--- src/design/fpu_addsub_pkg.sv ---
package fpu_addsub_pkg;

    //////////////////////////////
    // Widths
    //////////////////////////////
    localparam int EXP_W    = 8;
    localparam int FRAC_W   = 23;
    // Significand with the hidden one
    localparam int SIG_W    = FRAC_W + 1;
    localparam int GUARD_W  = 4;
    localparam int EXT_W    = SIG_W + GUARD_W;
    // Leading-one index into the upper SIG_W bits
    localparam int LOPD_W   = 5;
    // Input strobe to output strobe
    localparam int PIPE_LAT = 3;

    typedef enum logic {
        FPU_ADD = 1'b0,
        FPU_SUB = 1'b1
    } fpu_op_e;

    //////////////////////////////
    // Operand and stage types
    //////////////////////////////
    typedef struct packed {
        logic              sign;
        logic [EXP_W-1:0]  exp;
        logic [FRAC_W-1:0] frac;
    } fp32_t;

    typedef struct packed {
        logic             sign;
        logic [EXP_W-1:0] exp;
        logic [SIG_W-1:0] sig;
    } fpu_fields_t;

    // Stage one register
    typedef struct packed {
        fpu_op_e     op;
        fpu_fields_t a;
        fpu_fields_t b;
    } fpu_operands_t;

    // Big is the operand with the larger exponent
    typedef struct packed {
        fpu_op_e          op;
        logic             sign_big;
        logic             sign_small;
        logic [EXP_W-1:0] exp_big;
        logic [EXT_W-1:0] sig_big;
        logic [EXT_W-1:0] sig_small;
    } fpu_aligned_t;

    // Stage two register
    typedef struct packed {
        logic             sign;
        logic [EXP_W-1:0] exp_big;
        logic [EXT_W-1:0] sum;
        logic             carry;
    } fpu_sum_t;

endpackage

--- src/design/fpu_addsub_top.sv ---
`timescale 1ns/1ns

module fpu_addsub_top (
    input  logic                    i_clk,
    input  logic                    i_rst_n,
    input  logic                    i_valid,
    input  fpu_addsub_pkg::fpu_op_e i_op,
    input  fpu_addsub_pkg::fp32_t   i_a,
    input  fpu_addsub_pkg::fp32_t   i_b,
    output logic                    o_valid,
    output fpu_addsub_pkg::fp32_t   o_result
);

    import fpu_addsub_pkg::*;

    logic          s1_valid;
    fpu_operands_t s1_ops;
    fpu_aligned_t  aligned;
    logic          s2_valid;
    fpu_sum_t      s2_sum;
    fp32_t         norm_word;

    //////////////////////////////
    // Stage one
    //////////////////////////////
    fpu_operand_unpack u_unpack (
        .i_clk   (i_clk),
        .i_rst_n (i_rst_n),
        .i_valid (i_valid),
        .i_op    (i_op),
        .i_a     (i_a),
        .i_b     (i_b),
        .o_valid (s1_valid),
        .o_ops   (s1_ops)
    );

    //////////////////////////////
    // Stage two
    //////////////////////////////
    fpu_exp_align u_align (
        .i_ops     (s1_ops),
        .o_aligned (aligned)
    );

    fpu_man_alu u_alu (
        .i_clk     (i_clk),
        .i_rst_n   (i_rst_n),
        .i_valid   (s1_valid),
        .i_aligned (aligned),
        .o_valid   (s2_valid),
        .o_sum     (s2_sum)
    );

    //////////////////////////////
    // Stage three
    //////////////////////////////
    fpu_normalize u_norm (
        .i_sum  (s2_sum),
        .o_word (norm_word)
    );

    fpu_result_pack u_pack (
        .i_clk    (i_clk),
        .i_rst_n  (i_rst_n),
        .i_valid  (s2_valid),
        .i_word   (norm_word),
        .o_valid  (o_valid),
        .o_result (o_result)
    );

endmodule

--- src/design/fpu_exp_align.sv ---
`timescale 1ns/1ns

module fpu_exp_align (
    input  fpu_addsub_pkg::fpu_operands_t i_ops,
    output fpu_addsub_pkg::fpu_aligned_t  o_aligned
);

    import fpu_addsub_pkg::*;

    // B with its sign flipped for subtraction
    fpu_fields_t      b_eff;
    fpu_fields_t      op_big;
    fpu_fields_t      op_small;
    logic             a_less;
    logic [EXP_W-1:0] exp_diff;
    logic [EXT_W-1:0] sig_big_ext;
    logic [EXT_W-1:0] sig_small_ext;
    logic [EXT_W-1:0] sig_small_shf;

    //////////////////////////////
    // Effective operation
    //////////////////////////////
    // a - b becomes a + (-b), so the ALU only adds signed magnitudes
    always_comb begin
        b_eff = i_ops.b;
        if (i_ops.op == FPU_SUB) begin
            b_eff.sign = ~i_ops.b.sign;
        end
    end

    //////////////////////////////
    // Exponent compare and swap
    //////////////////////////////
    // Equal exponents keep a as the big operand
    assign a_less = (i_ops.a.exp < b_eff.exp);

    always_comb begin
        if (a_less) begin
            op_big   = b_eff;
            op_small = i_ops.a;
        end else begin
            op_big   = i_ops.a;
            op_small = b_eff;
        end
    end

    // Never negative after the swap
    assign exp_diff = op_big.exp - op_small.exp;

    //////////////////////////////
    // Significand alignment
    //////////////////////////////
    assign sig_big_ext   = {op_big.sig, {GUARD_W{1'b0}}};
    assign sig_small_ext = {op_small.sig, {GUARD_W{1'b0}}};

    // Truncating shift, no sticky bit
    // A gap of EXT_W or more leaves nothing of the small operand
    always_comb begin
        if (exp_diff >= EXP_W'(EXT_W)) begin
            sig_small_shf = '0;
        end else begin
            sig_small_shf = sig_small_ext >> exp_diff;
        end
    end

    always_comb begin
        o_aligned.op         = i_ops.op;
        o_aligned.sign_big   = op_big.sign;
        o_aligned.sign_small = op_small.sign;
        o_aligned.exp_big    = op_big.exp;
        o_aligned.sig_big    = sig_big_ext;
        o_aligned.sig_small  = sig_small_shf;
    end

endmodule

--- src/design/fpu_man_alu.sv ---
`timescale 1ns/1ns

module fpu_man_alu (
    input  logic                         i_clk,
    input  logic                         i_rst_n,
    input  logic                         i_valid,
    input  fpu_addsub_pkg::fpu_aligned_t i_aligned,
    output logic                         o_valid,
    output fpu_addsub_pkg::fpu_sum_t     o_sum
);

    import fpu_addsub_pkg::*;

    logic             same_sign;
    logic             small_gt;
    logic [EXT_W-1:0] mag_hi;
    logic [EXT_W-1:0] mag_lo;
    logic [EXT_W:0]   result;
    fpu_sum_t         sum_d;

    assign same_sign = (i_aligned.sign_big == i_aligned.sign_small);
    // Equal exponents can still leave the small operand larger
    assign small_gt  = (i_aligned.sig_small > i_aligned.sig_big);
    assign mag_hi    = small_gt ? i_aligned.sig_small : i_aligned.sig_big;
    assign mag_lo    = small_gt ? i_aligned.sig_big   : i_aligned.sig_small;

    //////////////////////////////
    // Magnitude add / subtract
    //////////////////////////////
    always_comb begin
        if (same_sign) begin
            result     = {1'b0, mag_hi} + {1'b0, mag_lo};
            sum_d.sign = i_aligned.sign_big;
        end else begin
            result     = {1'b0, mag_hi} - {1'b0, mag_lo};
            sum_d.sign = small_gt ? i_aligned.sign_small : i_aligned.sign_big;
            // Exact cancellation is +0
            if (result == '0) begin
                sum_d.sign = 1'b0;
            end
        end
        sum_d.exp_big = i_aligned.exp_big;
        sum_d.sum     = result[EXT_W-1:0];
        sum_d.carry   = result[EXT_W];
    end

    //////////////////////////////
    // Stage two registers
    //////////////////////////////
    always_ff @(posedge i_clk or negedge i_rst_n) begin
        if (!i_rst_n) begin
            o_valid <= 1'b0;
        end else begin
            o_valid <= i_valid;
        end
    end

    always_ff @(posedge i_clk) begin
        if (i_valid) begin
            o_sum <= sum_d;
        end
    end

    // Larger minus smaller fits, so a registered difference has no carry
    a_diff_no_carry : assert property (
        @(posedge i_clk) disable iff (!i_rst_n)
        (i_valid && !same_sign) |=> !o_sum.carry
    ) else $error("carry out of a magnitude difference");

endmodule

--- src/design/fpu_normalize.sv ---
`timescale 1ns/1ns

module fpu_normalize (
    input  fpu_addsub_pkg::fpu_sum_t i_sum,
    output fpu_addsub_pkg::fp32_t    o_word
);

    import fpu_addsub_pkg::*;

    logic [SIG_W-1:0]  lead_bits;
    logic [LOPD_W-1:0] lead_pos;
    logic              lead_zero;
    logic [LOPD_W-1:0] shift_left;
    logic              is_zero;
    logic [EXT_W-1:0]  sig_norm;
    // Two spare bits so a wrapped exponent is visible
    logic [EXP_W+1:0]  exp_wide;

    //////////////////////////////
    // Leading-one detector
    //////////////////////////////
    // Only the upper SIG_W bits count, guard bits alone read as zero
    assign lead_bits = i_sum.sum[EXT_W-1:GUARD_W];
    assign lead_zero = (lead_bits == '0);

    always_comb begin
        lead_pos = '0;
        for (int i = 0; i < SIG_W; i++) begin
            if (lead_bits[i]) begin
                lead_pos = i[LOPD_W-1:0];
            end
        end
    end

    // Distance from the top set bit to the hidden position
    assign shift_left = LOPD_W'(SIG_W - 1) - lead_pos;

    // A carry always leaves a nonzero value, even with an empty sum field
    assign is_zero = !i_sum.carry && lead_zero;

    //////////////////////////////
    // Shift and exponent adjust
    //////////////////////////////
    always_comb begin
        if (i_sum.carry) begin
            sig_norm = {1'b1, i_sum.sum[EXT_W-1:1]};
            exp_wide = {2'b00, i_sum.exp_big} + 1'b1;
        end else if (is_zero) begin
            sig_norm = '0;
            exp_wide = '0;
        end else begin
            sig_norm = i_sum.sum << shift_left;
            exp_wide = {2'b00, i_sum.exp_big} - {{(EXP_W+2-LOPD_W){1'b0}}, shift_left};
        end
    end

    // Fraction is truncated, the guard bits drop off here
    always_comb begin
        o_word.sign = i_sum.sign;
        o_word.exp  = exp_wide[EXP_W-1:0];
        o_word.frac = sig_norm[EXT_W-2:GUARD_W];
    end

    // Overflow and underflow of the result exponent are not handled
    always_comb begin
        if (!is_zero) begin
            a_exp_in_range : assert final (
                (exp_wide >= (EXP_W+2)'(1)) && (exp_wide <= (EXP_W+2)'(254))
            ) else $error("result exponent out of range: %0d", exp_wide);
        end
    end

endmodule

--- src/design/fpu_operand_unpack.sv ---
`timescale 1ns/1ns

module fpu_operand_unpack (
    input  logic                          i_clk,
    input  logic                          i_rst_n,
    input  logic                          i_valid,
    input  fpu_addsub_pkg::fpu_op_e       i_op,
    input  fpu_addsub_pkg::fp32_t         i_a,
    input  fpu_addsub_pkg::fp32_t         i_b,
    output logic                          o_valid,
    output fpu_addsub_pkg::fpu_operands_t o_ops
);

    import fpu_addsub_pkg::*;

    fpu_operands_t ops_d;

    // Split a word into fields, hidden one in front of the fraction
    function automatic fpu_fields_t unpack_word(input fp32_t word);
        fpu_fields_t fields;
        fields.sign = word.sign;
        fields.exp  = word.exp;
        fields.sig  = {1'b1, word.frac};
        return fields;
    endfunction

    always_comb begin
        ops_d.op = i_op;
        ops_d.a  = unpack_word(i_a);
        ops_d.b  = unpack_word(i_b);
    end

    //////////////////////////////
    // Stage one registers
    //////////////////////////////
    always_ff @(posedge i_clk or negedge i_rst_n) begin
        if (!i_rst_n) begin
            o_valid <= 1'b0;
        end else begin
            o_valid <= i_valid;
        end
    end

    // Payload holds between strobes
    always_ff @(posedge i_clk) begin
        if (i_valid) begin
            o_ops <= ops_d;
        end
    end

    // Only normal operands are handled
    // (zero, subnormal, infinity and NaN are outside the datapath)
    a_normal_operands : assert property (
        @(posedge i_clk) disable iff (!i_rst_n)
        i_valid |-> (i_a.exp != '0) && (i_a.exp != '1) &&
                    (i_b.exp != '0) && (i_b.exp != '1)
    ) else $error("non-normal operand exponent a=%h b=%h", i_a.exp, i_b.exp);

endmodule

--- src/design/fpu_result_pack.sv ---
`timescale 1ns/1ns

module fpu_result_pack (
    input  logic                  i_clk,
    input  logic                  i_rst_n,
    input  logic                  i_valid,
    input  fpu_addsub_pkg::fp32_t i_word,
    output logic                  o_valid,
    output fpu_addsub_pkg::fp32_t o_result
);

    import fpu_addsub_pkg::*;

    logic  is_zero;
    fp32_t word_out;

    // Zero always leaves as +0
    assign is_zero = (i_word.exp == '0) && (i_word.frac == '0);

    always_comb begin
        word_out      = i_word;
        word_out.sign = i_word.sign && !is_zero;
    end

    //////////////////////////////
    // Output registers
    //////////////////////////////
    always_ff @(posedge i_clk or negedge i_rst_n) begin
        if (!i_rst_n) begin
            o_valid  <= 1'b0;
            o_result <= '0;
        end else begin
            o_valid <= i_valid;
            if (i_valid) begin
                o_result <= word_out;
            end
        end
    end

    // Strobe must be clean at the boundary, whatever the stages did
    a_valid_known : assert property (
        @(posedge i_clk) disable iff (!i_rst_n)
        !$isunknown(o_valid)
    ) else $error("o_valid is unknown");

endmodule

--- config.mk ---
export PLATFORM = sky130hd
export DESIGN_NAME = fpu_addsub_top
export DESIGN_NICKNAME = d
export VERILOG_FILES = /design/src/design/fpu_addsub_pkg.sv /design/src/design/fpu_addsub_top.sv /design/src/design/fpu_exp_align.sv /design/src/design/fpu_man_alu.sv /design/src/design/fpu_normalize.sv /design/src/design/fpu_operand_unpack.sv /design/src/design/fpu_result_pack.sv
export SDC_FILE = /design/constraint.sdc
export NUM_CORES = 1
export LEC_CHECK = 0
export BUFFER_PORTS_ARGS = -buffer_cell sky130_fd_sc_hd__buf_2
export CAP_MARGIN = 15
export CORE_ASPECT_RATIO = 0.9
export CORE_MARGIN = 4
export CORE_UTILIZATION = 25
export CTS_BUF_LIST = sky130_fd_sc_hd__clkbuf_4 sky130_fd_sc_hd__clkbuf_8 sky130_fd_sc_hd__clkbuf_16
export DETAILED_ROUTE_END_ITERATION = 12
export PLACE_DENSITY = 0.47
export SETUP_SLACK_MARGIN = 0.2
export SLEW_MARGIN = 20
export SYNTH_ARGS = -nofsm -noshare
export SYNTH_HDL_FRONTEND = slang
export SYNTH_HIERARCHICAL = 1
export SYNTH_SLANG_ARGS = --single-unit
export TNS_END_PERCENT = 30
--- constraint.sdc ---
create_clock -name i_clk -period 9.04 [get_ports i_clk]
set_input_delay 1.356 -clock i_clk [delete_from_list [all_inputs] [get_ports i_clk]]
set_output_delay 1.356 -clock i_clk [all_outputs]
set_load 0.01 [all_outputs]
Yosys cells after proc, flatten, opt, wreduce, memory -nomap -nowiden:

Cells that the tools add are included.
W data, S select, Z words.

* flip-flop bits (word level): 138
* input bits: 68
* output and inout port bits: 33
* logic and storage cells: 76

* $add $sub $neg: 6
* $lt $le $gt $ge: 3
* equal/unequal tests: 1
* shift operators: 2
* muxes and demuxes: 37
* bitwise logic cells: 1
* reductions and logical operators: 9

Operators by type and width (number)
* $mux W28: 3
* $mux W33: 2
* $mux W27: 2
* $mux W5: 8
* $mux W4: 8
* $add A28 B28 Y29: 1
* $logic_not A29 Y1: 1
* $mux W29: 1
* $sub A28 B28 Y29: 1
* $gt A28 B28 Y1: 1
* $shl A28 B5 Y27: 1
* $shr A28 B8 Y28: 1
* $logic_not A24 Y1: 1
* $logic_not A23 Y1: 1
* $mux W8: 2
* $mux W3: 4
* $add A8 B1 Y8 const B: 1
* $ge A8 B5 Y1 const B: 1
* $logic_not A8 Y1: 1
* $lt A8 B8 Y1: 1
* $sub A8 B5 Y8: 1
* $sub A8 B8 Y8: 1
* $mux W1: 5
* $sub A5 B5 Y5 const A: 1
* 5 further kinds: 9

Depth between registers and ports, before layout:

Gate-level depths: netlist (run 1).

* word-level depth: 31
* depth in mapped cells: 43
* mapped depth without buffers: 40

Hierarchy:

Netlist (run 1), hierarchy kept.

Modules (own cells, without submodules)
* fpu_man_alu: instances 1, cells an instance 727, area an instance 5790.6 µm², sequential area each 1166.1 µm²
* fpu_exp_align: instances 1, cells an instance 469, area an instance 3190.6 µm², sequential area each 0.0 µm²
* fpu_normalize: instances 1, cells an instance 345, area an instance 2342.2 µm², sequential area each 0.0 µm²
* fpu_operand_unpack: instances 1, cells an instance 69, area an instance 1995.7 µm², sequential area each 1976.9 µm²
* fpu_result_pack: instances 1, cells an instance 81, area an instance 1315.0 µm², sequential area each 825.8 µm²

Least setup slack after synthesis (run 1):

Ideal clock, no wire load.

* path type: register to register
* from: register u_unpack/o_ops[62] (netlist bit)
* to: register u_alu/o_sum[37] (netlist bit), data pin
* library setup time: 0.266 ns
* data arrival time: 8.401 ns
* data required time: 8.774 ns
* path slack: 0.372 ns
* stages on the path, launching flop included: 42
* path buffers: 5
* clock period less this slack: 8.668 ns
* path through: edfxtp_1 ha_1 a21oi_1 o21ai_1 buf_2 nor4_1 nor2_1 ha_1 nor2_1 a21o_1 a311oi_1 or3_4 a221o_1 buf_6 or2_1 buf_6 nor2b_1 ha_1 (+6 left out) a21boi_1 nor2_2 mux2i_1 ha_1 a21oi_1 o21ai_0 a211o_1 a2bb2oi_1 nand4_1 o2bb2ai_1 a22o_1 a21o_2 mux2_2 a2111oi_2 nand4_1 a2111oi_0 nor4b_2 a31oi_1

RTL lines
* start: declaration: line fpu_operand_unpack.sv:11 `output fpu_addsub_pkg::fpu_operands_t o_ops`
* start signal: assignment: line fpu_operand_unpack.sv:47 `o_ops <= ops_d;`
* end signal: assignment: line fpu_man_alu.sv:60 `o_sum <= sum_d;`
* end: declaration: line fpu_man_alu.sv:9 `output fpu_addsub_pkg::fpu_sum_t o_sum`

==> impl_metrics.py, run 1 <==
metrics = {
    "pwr": {
        "ir_drop_mv": 0.159,
        "pwr-share-clk": 0.144,
        "p_seq_frac": 0.227,
        "powerDensity_nw_per_um2": 274,
        "p_leak_uw": 0.00685,
        "swShare": 0.483,
        "p_total_uw": 4750,
        "power_switching_uw": 2290,
        "comb_power_share": 0.629,
        "intPower_uw": 2460,
    },
    "setup_path": {
        "endpoint": "u_alu/o_sum[37]$_DFFE_PP_",
        "criticalPathCategory": "flip-flop to flip-flop",
        "r2r_start": "u_unpack/o_ops[62]$_DFFE_PP_",
        "r2r_slack_ns": 0.56,
        "cp.arrival_ns": 8.66,
        "critPathMaxStageDelay_ns": 0.42,
        "crit_required_ns": 9.22,
        "ff2ff_path_depth": 37,
        "reg2reg_to": "u_alu/o_sum[37]$_DFFE_PP_",
        "cp_top_family": "compound AO/OA/AOI/OAI gates",
        "crit_fanout": 7,
        "worst-path-stages": 37,
        "critPathCaptureType": "flip-flop",
        "critPathSlowestCell": "or3_4",
        "start_kind": "flip-flop",
        "path_buf_inv": 2,
        "startpoint": "u_unpack/o_ops[62]$_DFFE_PP_",
    },
    "clocking": {
        "clk_latency_ns": 0.46,
        "cts.sinks": 138,
        "clk_pin_slew_worst_paths_ns": 0.07,
        "cts_inserted_buffers": 17,
        "hold_buffers": 0,
        "cts_root_buf": "clkbuf_16",
        "cts_tree": "yes",
        "cts_buffer_depth": 2,
        "h-tree-depth": 4,
    },
    "global_routing": {
        "grt_overflow": 0,
        "antenna_found_initial": 2,
        "grt_max_degree": 67,
        "track_usage": 0.158,
        "grt_pass1_wl_mm": 78.7,
        "first_global_vias": 13200,
    },
    "synthesis": {
        "synth_area_um2": 14600,
        "yosys_warnings": 6,
        "netlist_instances": 1690,
        "synth.avg_cell_area_um2": 8.65,
    },
    "sta": {
        "final.min_clock_period_ns": 8.48,
        "rsz0062_at_grt": "false",
        "final-setup-viol-count": 0,
        "finClkSkew_ns": 0.0143,
        "worst_hold_slack_ns": 0.503,
        "tightest_slew_ns": 0.984,
        "hold_viol_final": 0,
        "max_freq_mhz": 118,
        "maxSlewViolCount": 0,
        "fin_crit_sh": 0.939,
        "finalSetupTns_ns": 0,
        "slew-limit-headroom": 0.341,
    },
    "floorplan": {
        "dieWidth_um": 263,
        "design.core.area_um2": 57400,
        "dieArea_um2": 62400,
        "ioPinCount": 101,
        "initial_core_util": 0.255,
        "die_h_um": 237,
        "row_count": 83,
    },
    "route": {
        "drc": 0,
        "first_iter_violations": 1311,
        "firstDrtPassIters": 8,
        "viasPerCell": 5.37,
        "wl_per_cell_um": 20.1,
        "vias": 13900,
        "ant_nets": 0,
        "drt-total-wl_mm": 52.2,
    },
    "hold_path": {
        "hold_class": "flip-flop to flip-flop",
        "whs_path_depth": 1,
    },
    "place": {
        "numPortBuffers": 100,
        "dp_hpwl_mm": 41.1,
        "place_congestion": 0.929,
    },
    "cells_and_area": {
        "area_growth_pct": 18.5,
        "final_util": 0.302,
        "final_common_cell": "nand2_1",
        "num_antenna_cells": 0,
        "nNetsFinal": 1959,
        "layout_common_cells": "nand2_1 (174), nor2_1 (113), buf_4 (104)",
        "drive_gt1_frac": 0.242,
    },
    "status": {
        "status": "complete, no violations",
    },
    "flow_run": {
        "maxCapViolCount": 0,
    },
}
==> final cells by class <==
cell class	count	area, um^2
fill	6096	40100
multi-input combinational	1350	10100
sequential	138	3970
timing repair buffer	211	1390
tap	765	957
clock buffer	17	425
inverter	97	370
clock inverter	15	148
timing repair inverter	1	7.51
==> power by group through the flow <==
stage                     Combinational (uW)  Clock, uW  Sequential [uW]
after floorplan                         2000          0             1020
after global placement                  2790          0             1090
after detailed placement                2780          0             1090
after CTS                               2820        712             1080
after global routing                    3220        737             1100
final                                   2990        685             1080
==> worst reg2reg max path: cells and delay by family (launching register included) <==
kind            cells  cell delay, ns
mux                 1            0.10
flops               1            0.40
compound gates     17            3.75
buf+inv             2            0.30
simple gates       13            2.78
fa+ha+maj           4            0.89
==> layer usage <==
metal / global-route usage / part of all wire / vias to the layer above
met5: 0 / 0 / -
li1: - / - / 6547
met4: 0.0460 / 0.025 / 0
met1: 0.220 / 0.46 / 6772
met3: 0.0280 / 0.060 / 74
met2: 0.253 / 0.46 / 547
==> worst min-delay path by stage <==
stage	from	end	slack, ns
global route	u_pack/o_result[5]$_DFFE_PN0P_	u_pack/o_result[5]$_DFFE_PN0P_	0.52
detailed placement	u_pack/o_result[2]$_DFFE_PN0P_	u_pack/o_result[2]$_DFFE_PN0P_	0.49
finish	u_pack/o_result[2]$_DFFE_PN0P_	u_pack/o_result[2]$_DFFE_PN0P_	0.50
CTS	u_pack/o_result[2]$_DFFE_PN0P_	u_pack/o_result[2]$_DFFE_PN0P_	0.51
global placement	u_pack/o_result[12]$_DFFE_PN0P_	u_pack/o_result[12]$_DFFE_PN0P_	0.48
floorplan	u_alu/o_valid$_DFF_PN0_	u_pack/o_valid$_DFF_PN0_	0.35
==> per-stage QoR <==
stage | std cells | instance area [um^2] | worst slack, ns
floorplan | 1694 | 14600 | 0.372
global placement | 2529 | 16100 | -0.0923
detailed placement | 2529 | 16100 | -0.103
CTS | 2564 | 16800 | 0.226
global route | 2594 | 17300 | 0.113
finish | 2594 | 17300 | 0.556
==> state kept, by name (all words and copies together), names as in the netlist <==
register and cells:
u_pack/o_result 32, u_unpack/o_ops 65, u_unpack/o_valid 1, u_alu/o_valid 1
u_alu/o_sum 38, u_pack/o_valid 1
==> repair_timing <==
item                                    CTS  global route
pin swaps                                 2            28
cloned                                    2             1
setup buffers                             1            29
endpoints found under the setup margin    2             6
gates resized for setup                  21            74
Note: power is estimated with default switching activity, not from simulation.
==> inputs of run 2 (changes only) <==
CTS_BUF_LIST = sky130_fd_sc_hd__clkbuf_8   (was sky130_fd_sc_hd__clkbuf_4 sky130_fd_sc_hd__clkbuf_8 sky130_fd_sc_hd__clkbuf_16)
==> impl_metrics.py, run 2 (synthesized netlist as in run 1, its figures left out) <==
metrics = {
    "status": {
        "status": "complete, no violations",
    },
    "sta": {
        "maxSlewViolCount": 0,
        "rsz0062_at_grt": "false",
        "slew-limit-headroom": 0.346,
        "finClkSkew_ns": 0.0170,
        "tightest_slew_ns": 0.977,
        "hold_viol_final": 0,
        "fin_crit_sh": 0.941,
        "final.min_clock_period_ns": 8.50,
        "setup_slack_ns": 0.536,
        "finalSetupTns_ns": 0,
        "max_freq_mhz": 118,
        "final-setup-viol-count": 0,
    },
    "floorplan": {
        "dieArea_um2": 62400,
        "row_count": 83,
        "die_h_um": 237,
        "ioPinCount": 101,
        "design.core.area_um2": 57400,
        "initial_core_util": 0.255,
        "dieWidth_um": 263,
    },
    "route": {
        "viasPerCell": 5.34,
        "drt-total-wl_mm": 52.1,
        "first_iter_violations": 1393,
        "drc": 0,
        "ant_nets": 0,
        "firstDrtPassIters": 5,
        "vias": 13900,
        "wl_per_cell_um": 20.1,
    },
    "setup_path": {
        "r2r_start": "u_unpack/o_ops[64]$_DFFE_PP_",
        "reg2reg_to": "u_alu/o_sum[37]$_DFFE_PP_",
        "start_kind": "flip-flop",
        "criticalPathCategory": "flip-flop to flip-flop",
        "critPathMaxStageDelay_ns": 0.55,
        "path_buf_inv": 3,
        "critPathCaptureType": "flip-flop",
        "ff2ff_path_depth": 34,
        "crit_fanout": 10,
        "critPathSlowestCell": "or4_4",
        "cp.arrival_ns": 8.75,
        "worst-path-stages": 34,
        "crit_required_ns": 9.28,
        "startpoint": "u_unpack/o_ops[64]$_DFFE_PP_",
        "cp_top_family": "compound AO/OA/AOI/OAI gates",
        "endpoint": "u_alu/o_sum[37]$_DFFE_PP_",
        "r2r_slack_ns": 0.54,
    },
    "global_routing": {
        "grt_overflow": 0,
        "first_global_vias": 13200,
        "grt_pass1_wl_mm": 78.6,
        "antenna_found_initial": 2,
        "grt_max_degree": 67,
        "track_usage": 0.158,
    },
    "cells_and_area": {
        "nNetsFinal": 1960,
        "area_growth_pct": 17.3,
        "layout_common_cells": "nand2_1 (174), nor2_1 (113), buf_4 (105)",
        "fin_cells": 2595,
        "top_regs": "u_unpack/o_ops (65), u_alu/o_sum (38), u_pack/o_result (32)",
        "finalInstanceArea_um2": 17200,
        "top_register": "u_unpack/o_ops",
        "num_antenna_cells": 0,
        "final_common_cell": "nand2_1",
        "largest_register_ffs": 65,
        "final_util": 0.299,
        "drive_gt1_frac": 0.242,
    },
    "place": {
        "pre_cts_slack_ns": -0.103,
        "dpl-instance-area_um2": 16100,
        "numPortBuffers": 100,
        "place_congestion": 0.929,
        "dp_cells": 2529,
        "dp_hpwl_mm": 41.1,
    },
    "clocking": {
        "h-tree-depth": 4,
        "cts_inserted_buffers": 17,
        "cts.sinks": 138,
        "cts_root_buf": "clkbuf_8",
        "clk_pin_slew_worst_paths_ns": 0.09,
        "cts_buffer_depth": 2,
        "clk_latency_ns": 0.51,
        "cts_tree": "yes",
    },
    "hold_path": {
        "hold_class": "flip-flop to flip-flop",
    },
    "pwr": {
        "ir_drop_mv": 0.136,
        "powerDensity_nw_per_um2": 266,
        "p_leak_uw": 0.00677,
    },
    "flow_run": {
        "maxCapViolCount": 0,
    },
}
==> run 2: cell count changes in the layout (fill, tap and decap cells not counted) <==
cell       before  now
buf_4         104  105
clkbuf_16      17    0
clkbuf_8        0   17
==> run 2: report_power, final <==
group / internal (uW) / switching (uW)
Combinational: 1210 / 1770
Sequential: 880 / 197
Clock: 205 / 295
==> run 2: per-layer routing <==
metal / wire [um] / up-vias / global-route usage
met4: 1340 / 0 / 0.0460
met3: 3030 / 75 / 0.0282
met5: 0 / - / 0
met1: 24000 / 6721 / 0.220
li1: - / 6553 / -
met2: 23700 / 517 / 0.253
==> run 2: worst min-delay path by stage <==
stage,end,slack (ns),from,cells after the start
CTS,u_pack/o_result[2]$_DFFE_PN0P_,0.52,u_pack/o_result[2]$_DFFE_PN0P_,1
detailed placement,u_pack/o_result[2]$_DFFE_PN0P_,0.49,u_pack/o_result[2]$_DFFE_PN0P_,1
global route,u_pack/o_result[5]$_DFFE_PN0P_,0.53,u_pack/o_result[5]$_DFFE_PN0P_,1
finish,u_pack/o_result[2]$_DFFE_PN0P_,0.51,u_pack/o_result[2]$_DFFE_PN0P_,1
global placement,u_pack/o_result[12]$_DFFE_PN0P_,0.48,u_pack/o_result[12]$_DFFE_PN0P_,1
floorplan,u_pack/o_valid$_DFF_PN0_,0.35,u_alu/o_valid$_DFF_PN0_,0
==> run 2: metrics by stage <==
| step | power [uW] | hold slack [ns] |
|---|---|---|
| 2_1_floorplan | 3020 | 0.349 |
| 3_3_place_gp | 3880 | 0.484 |
| 3_5_place_dp | 3870 | 0.495 |
| 4_1_cts | 4420 | 0.517 |
| 5_1_grt | 4870 | 0.529 |
| 6_report | 4560 | 0.509 |
==> run 2: layout make-up <==
| type | count | area (um^2) |
|---|---|---|
| well taps | 765 | 957 |
| clock buffers | 17 | 234 |
| repair inverters | 1 | 7.51 |
| clock inverters | 15 | 148 |
| flip-flops and latches | 138 | 3970 |
| fillers | 6122 | 40300 |
| multi-input cells | 1350 | 10100 |
| repair buffers | 212 | 1400 |
| inverters | 97 | 370 |
==> run 2: timing repair <==
| item | CTS | global route |
|---|---|---|
| setup endpoints to repair | 2 | 6 |
| pin swaps | 2 | 28 |
| hold buffers | 0 | 0 |
| gates cloned | 2 | 1 |
| setup buffers | 1 | 30 |
| gates resized for setup | 21 | 74 |
==> inputs of run 3 (changes only) <==
ABC_AREA = 1   (was unset)
GPL_TIMING_DRIVEN = 0   (was unset)
==> impl_metrics.py, run 3 <==
metrics = {
    "status": {
        "status": "complete, no violations",
    },
    "cells_and_area": {
        "finalInstanceArea_um2": 16600,
        "top_regs": "u_unpack/o_ops (65), u_alu/o_sum (38), u_pack/o_result (32)",
        "top_register": "u_unpack/o_ops",
        "drive_gt1_frac": 0.125,
        "nNetsFinal": 2611,
        "largest_register_ffs": 65,
        "area_growth_pct": 13.0,
        "final_common_cell": "nand2_1",
        "num_antenna_cells": 0,
        "layout_common_cells": "nand2_1 (779), nand3_1 (329), inv_1 (266)",
    },
    "hold_path": {
        "hold_class": "flip-flop to flip-flop",
        "worst_hold_startpoint": "u_pack/o_result[4]$_DFFE_PN0P_",
    },
    "route": {
        "ant_nets": 0,
        "wl_per_cell_um": 16.4,
        "firstDrtPassIters": 6,
        "first_iter_violations": 1036,
        "viasPerCell": 4.71,
        "vias": 15300,
        "drt-total-wl_mm": 53.4,
        "drc": 0,
    },
    "sta": {
        "finalSetupTns_ns": 0,
        "slew-limit-headroom": 0.357,
        "finClkSkew_ns": 0.0173,
        "final.min_clock_period_ns": 7.75,
        "maxSlewViolCount": 0,
        "tightest_slew_ns": 0.955,
        "fin_crit_sh": 0.857,
        "rsz0062_at_grt": "false",
        "hold_viol_final": 0,
        "final-setup-viol-count": 0,
        "max_freq_mhz": 129,
    },
    "place": {
        "place_congestion": 0.957,
        "dpl-instance-area_um2": 16200,
        "dp_hpwl_mm": 45.7,
        "numPortBuffers": 100,
    },
    "global_routing": {
        "grt_overflow": 0,
        "track_usage": 0.168,
        "antenna_found_initial": 0,
        "first_global_vias": 14700,
        "grt_pass1_wl_mm": 82.5,
        "grt_max_degree": 67,
    },
    "clocking": {
        "cts_resized": 0,
        "clk_latency_ns": 0.53,
        "cts_root_buf": "clkbuf_8",
        "clk_pin_slew_worst_paths_ns": 0.07,
        "cts_inserted_buffers": 17,
        "cts.sinks": 138,
        "post_cts_buffers": 0,
        "cts_buffer_depth": 2,
        "cts_tree": "yes",
        "h-tree-depth": 4,
        "hold_buffers": 0,
    },
    "floorplan": {
        "ioPinCount": 101,
        "initial_core_util": 0.252,
        "dieArea_um2": 62800,
        "row_count": 84,
        "dieWidth_um": 264,
        "die_h_um": 238,
        "design.core.area_um2": 58300,
    },
    "synthesis": {
        "netlist_instances": 2344,
        "yosys_warnings": 6,
        "synth_area_um2": 14700,
        "synth.avg_cell_area_um2": 6.27,
    },
    "setup_path": {
        "critPathCaptureType": "flip-flop",
        "start_kind": "flip-flop",
        "critPathMaxStageDelay_ns": 0.50,
        "cp.arrival_ns": 8.03,
        "crit_path_frequent_cell": "nand2_1",
        "crit_required_ns": 9.32,
        "crit_fanout": 10,
        "startpoint": "u_unpack/o_ops[29]$_DFFE_PP_",
        "r2r_start": "u_unpack/o_ops[29]$_DFFE_PP_",
        "criticalPathCategory": "flip-flop to flip-flop",
        "critPathSlowestCell": "clkinv_1",
    },
    "pwr": {
        "ir_drop_mv": 0.128,
        "powerDensity_nw_per_um2": 264,
        "p_leak_uw": 0.00842,
    },
    "flow_run": {
        "maxCapViolCount": 0,
    },
}
[run 3: path summary, 6_finish.rpt]
path	end	slack, ns	cells past startpoint
worst min register to register	u_pack/o_result[4]$_DFFE_PN0P_	0.47	2
worst max register to register	u_alu/o_sum[37]$_DFFE_PP_	1.29	43
worst max-delay path	u_alu/o_sum[37]$_DFFE_PP_	1.29	43
min in group asynchronous	u_pack/o_result[26]$_DFFE_PN0P_	0.91	1
worst min-delay path	u_pack/o_result[4]$_DFFE_PN0P_	0.47	2
max in group asynchronous	u_unpack/o_valid$_DFF_PN0_	7.56	1
[run 3: critical path: cells and delay by family, from the launching register on]
| family | cells | cell delay [ns] |
|---|---|---|
| buffers and inverters | 8 | 1.76 |
| DFF | 1 | 0.38 |
| AOI/OAI and AO/OA | 1 | 0.19 |
| adders and majority gates | 4 | 1.25 |
| and+or+nand+nor | 30 | 3.90 |
[run 3: routing by layer]
layer | wire length (um) | share of wire | global-route usage | vias to the layer above
met4 | 1830 | 0.034 | 0.0689 | 0
li1 | - | - | - | 7845
met2 | 25300 | 0.47 | 0.286 | 425
met1 | 24300 | 0.45 | 0.215 | 6984
met5 | 0 | 0 | 0 | -
met3 | 2060 | 0.039 | 0.0229 | 86
[run 3: through the flow]
step	utilization	std cells	total power (uW)	hold WS (ns)	worst slack (ns)
floorplan	-	2348	2960	0.435	3.14
global placement	0.278	3222	3860	0.450	1.42
detailed placement	0.278	3223	3850	0.456	1.34
CTS	0.285	3255	4400	0.475	1.31
global route	0.285	3255	4790	0.486	0.725
finish	0.285	3255	4380	0.468	1.29
[run 3: final cells by class]
cell class | count | area (um^2)
repair buffers | 101 | 523
well taps | 774 | 968
multi-input cells | 1823 | 9110
clock buffers | 19 | 262
inverters | 290 | 1090
fillers | 6639 | 41700
plain buffers | 97 | 547
flip-flops and latches | 138 | 3970
clock inverters | 13 | 141
[run 3: power breakdown]
group	switching (uW)	internal [uW]	leakage (uW)	total, uW
clock	257	261	0.000205	518
combinational	2020	883	0.00678	2900
sequential	97.4	863	0.00144	960
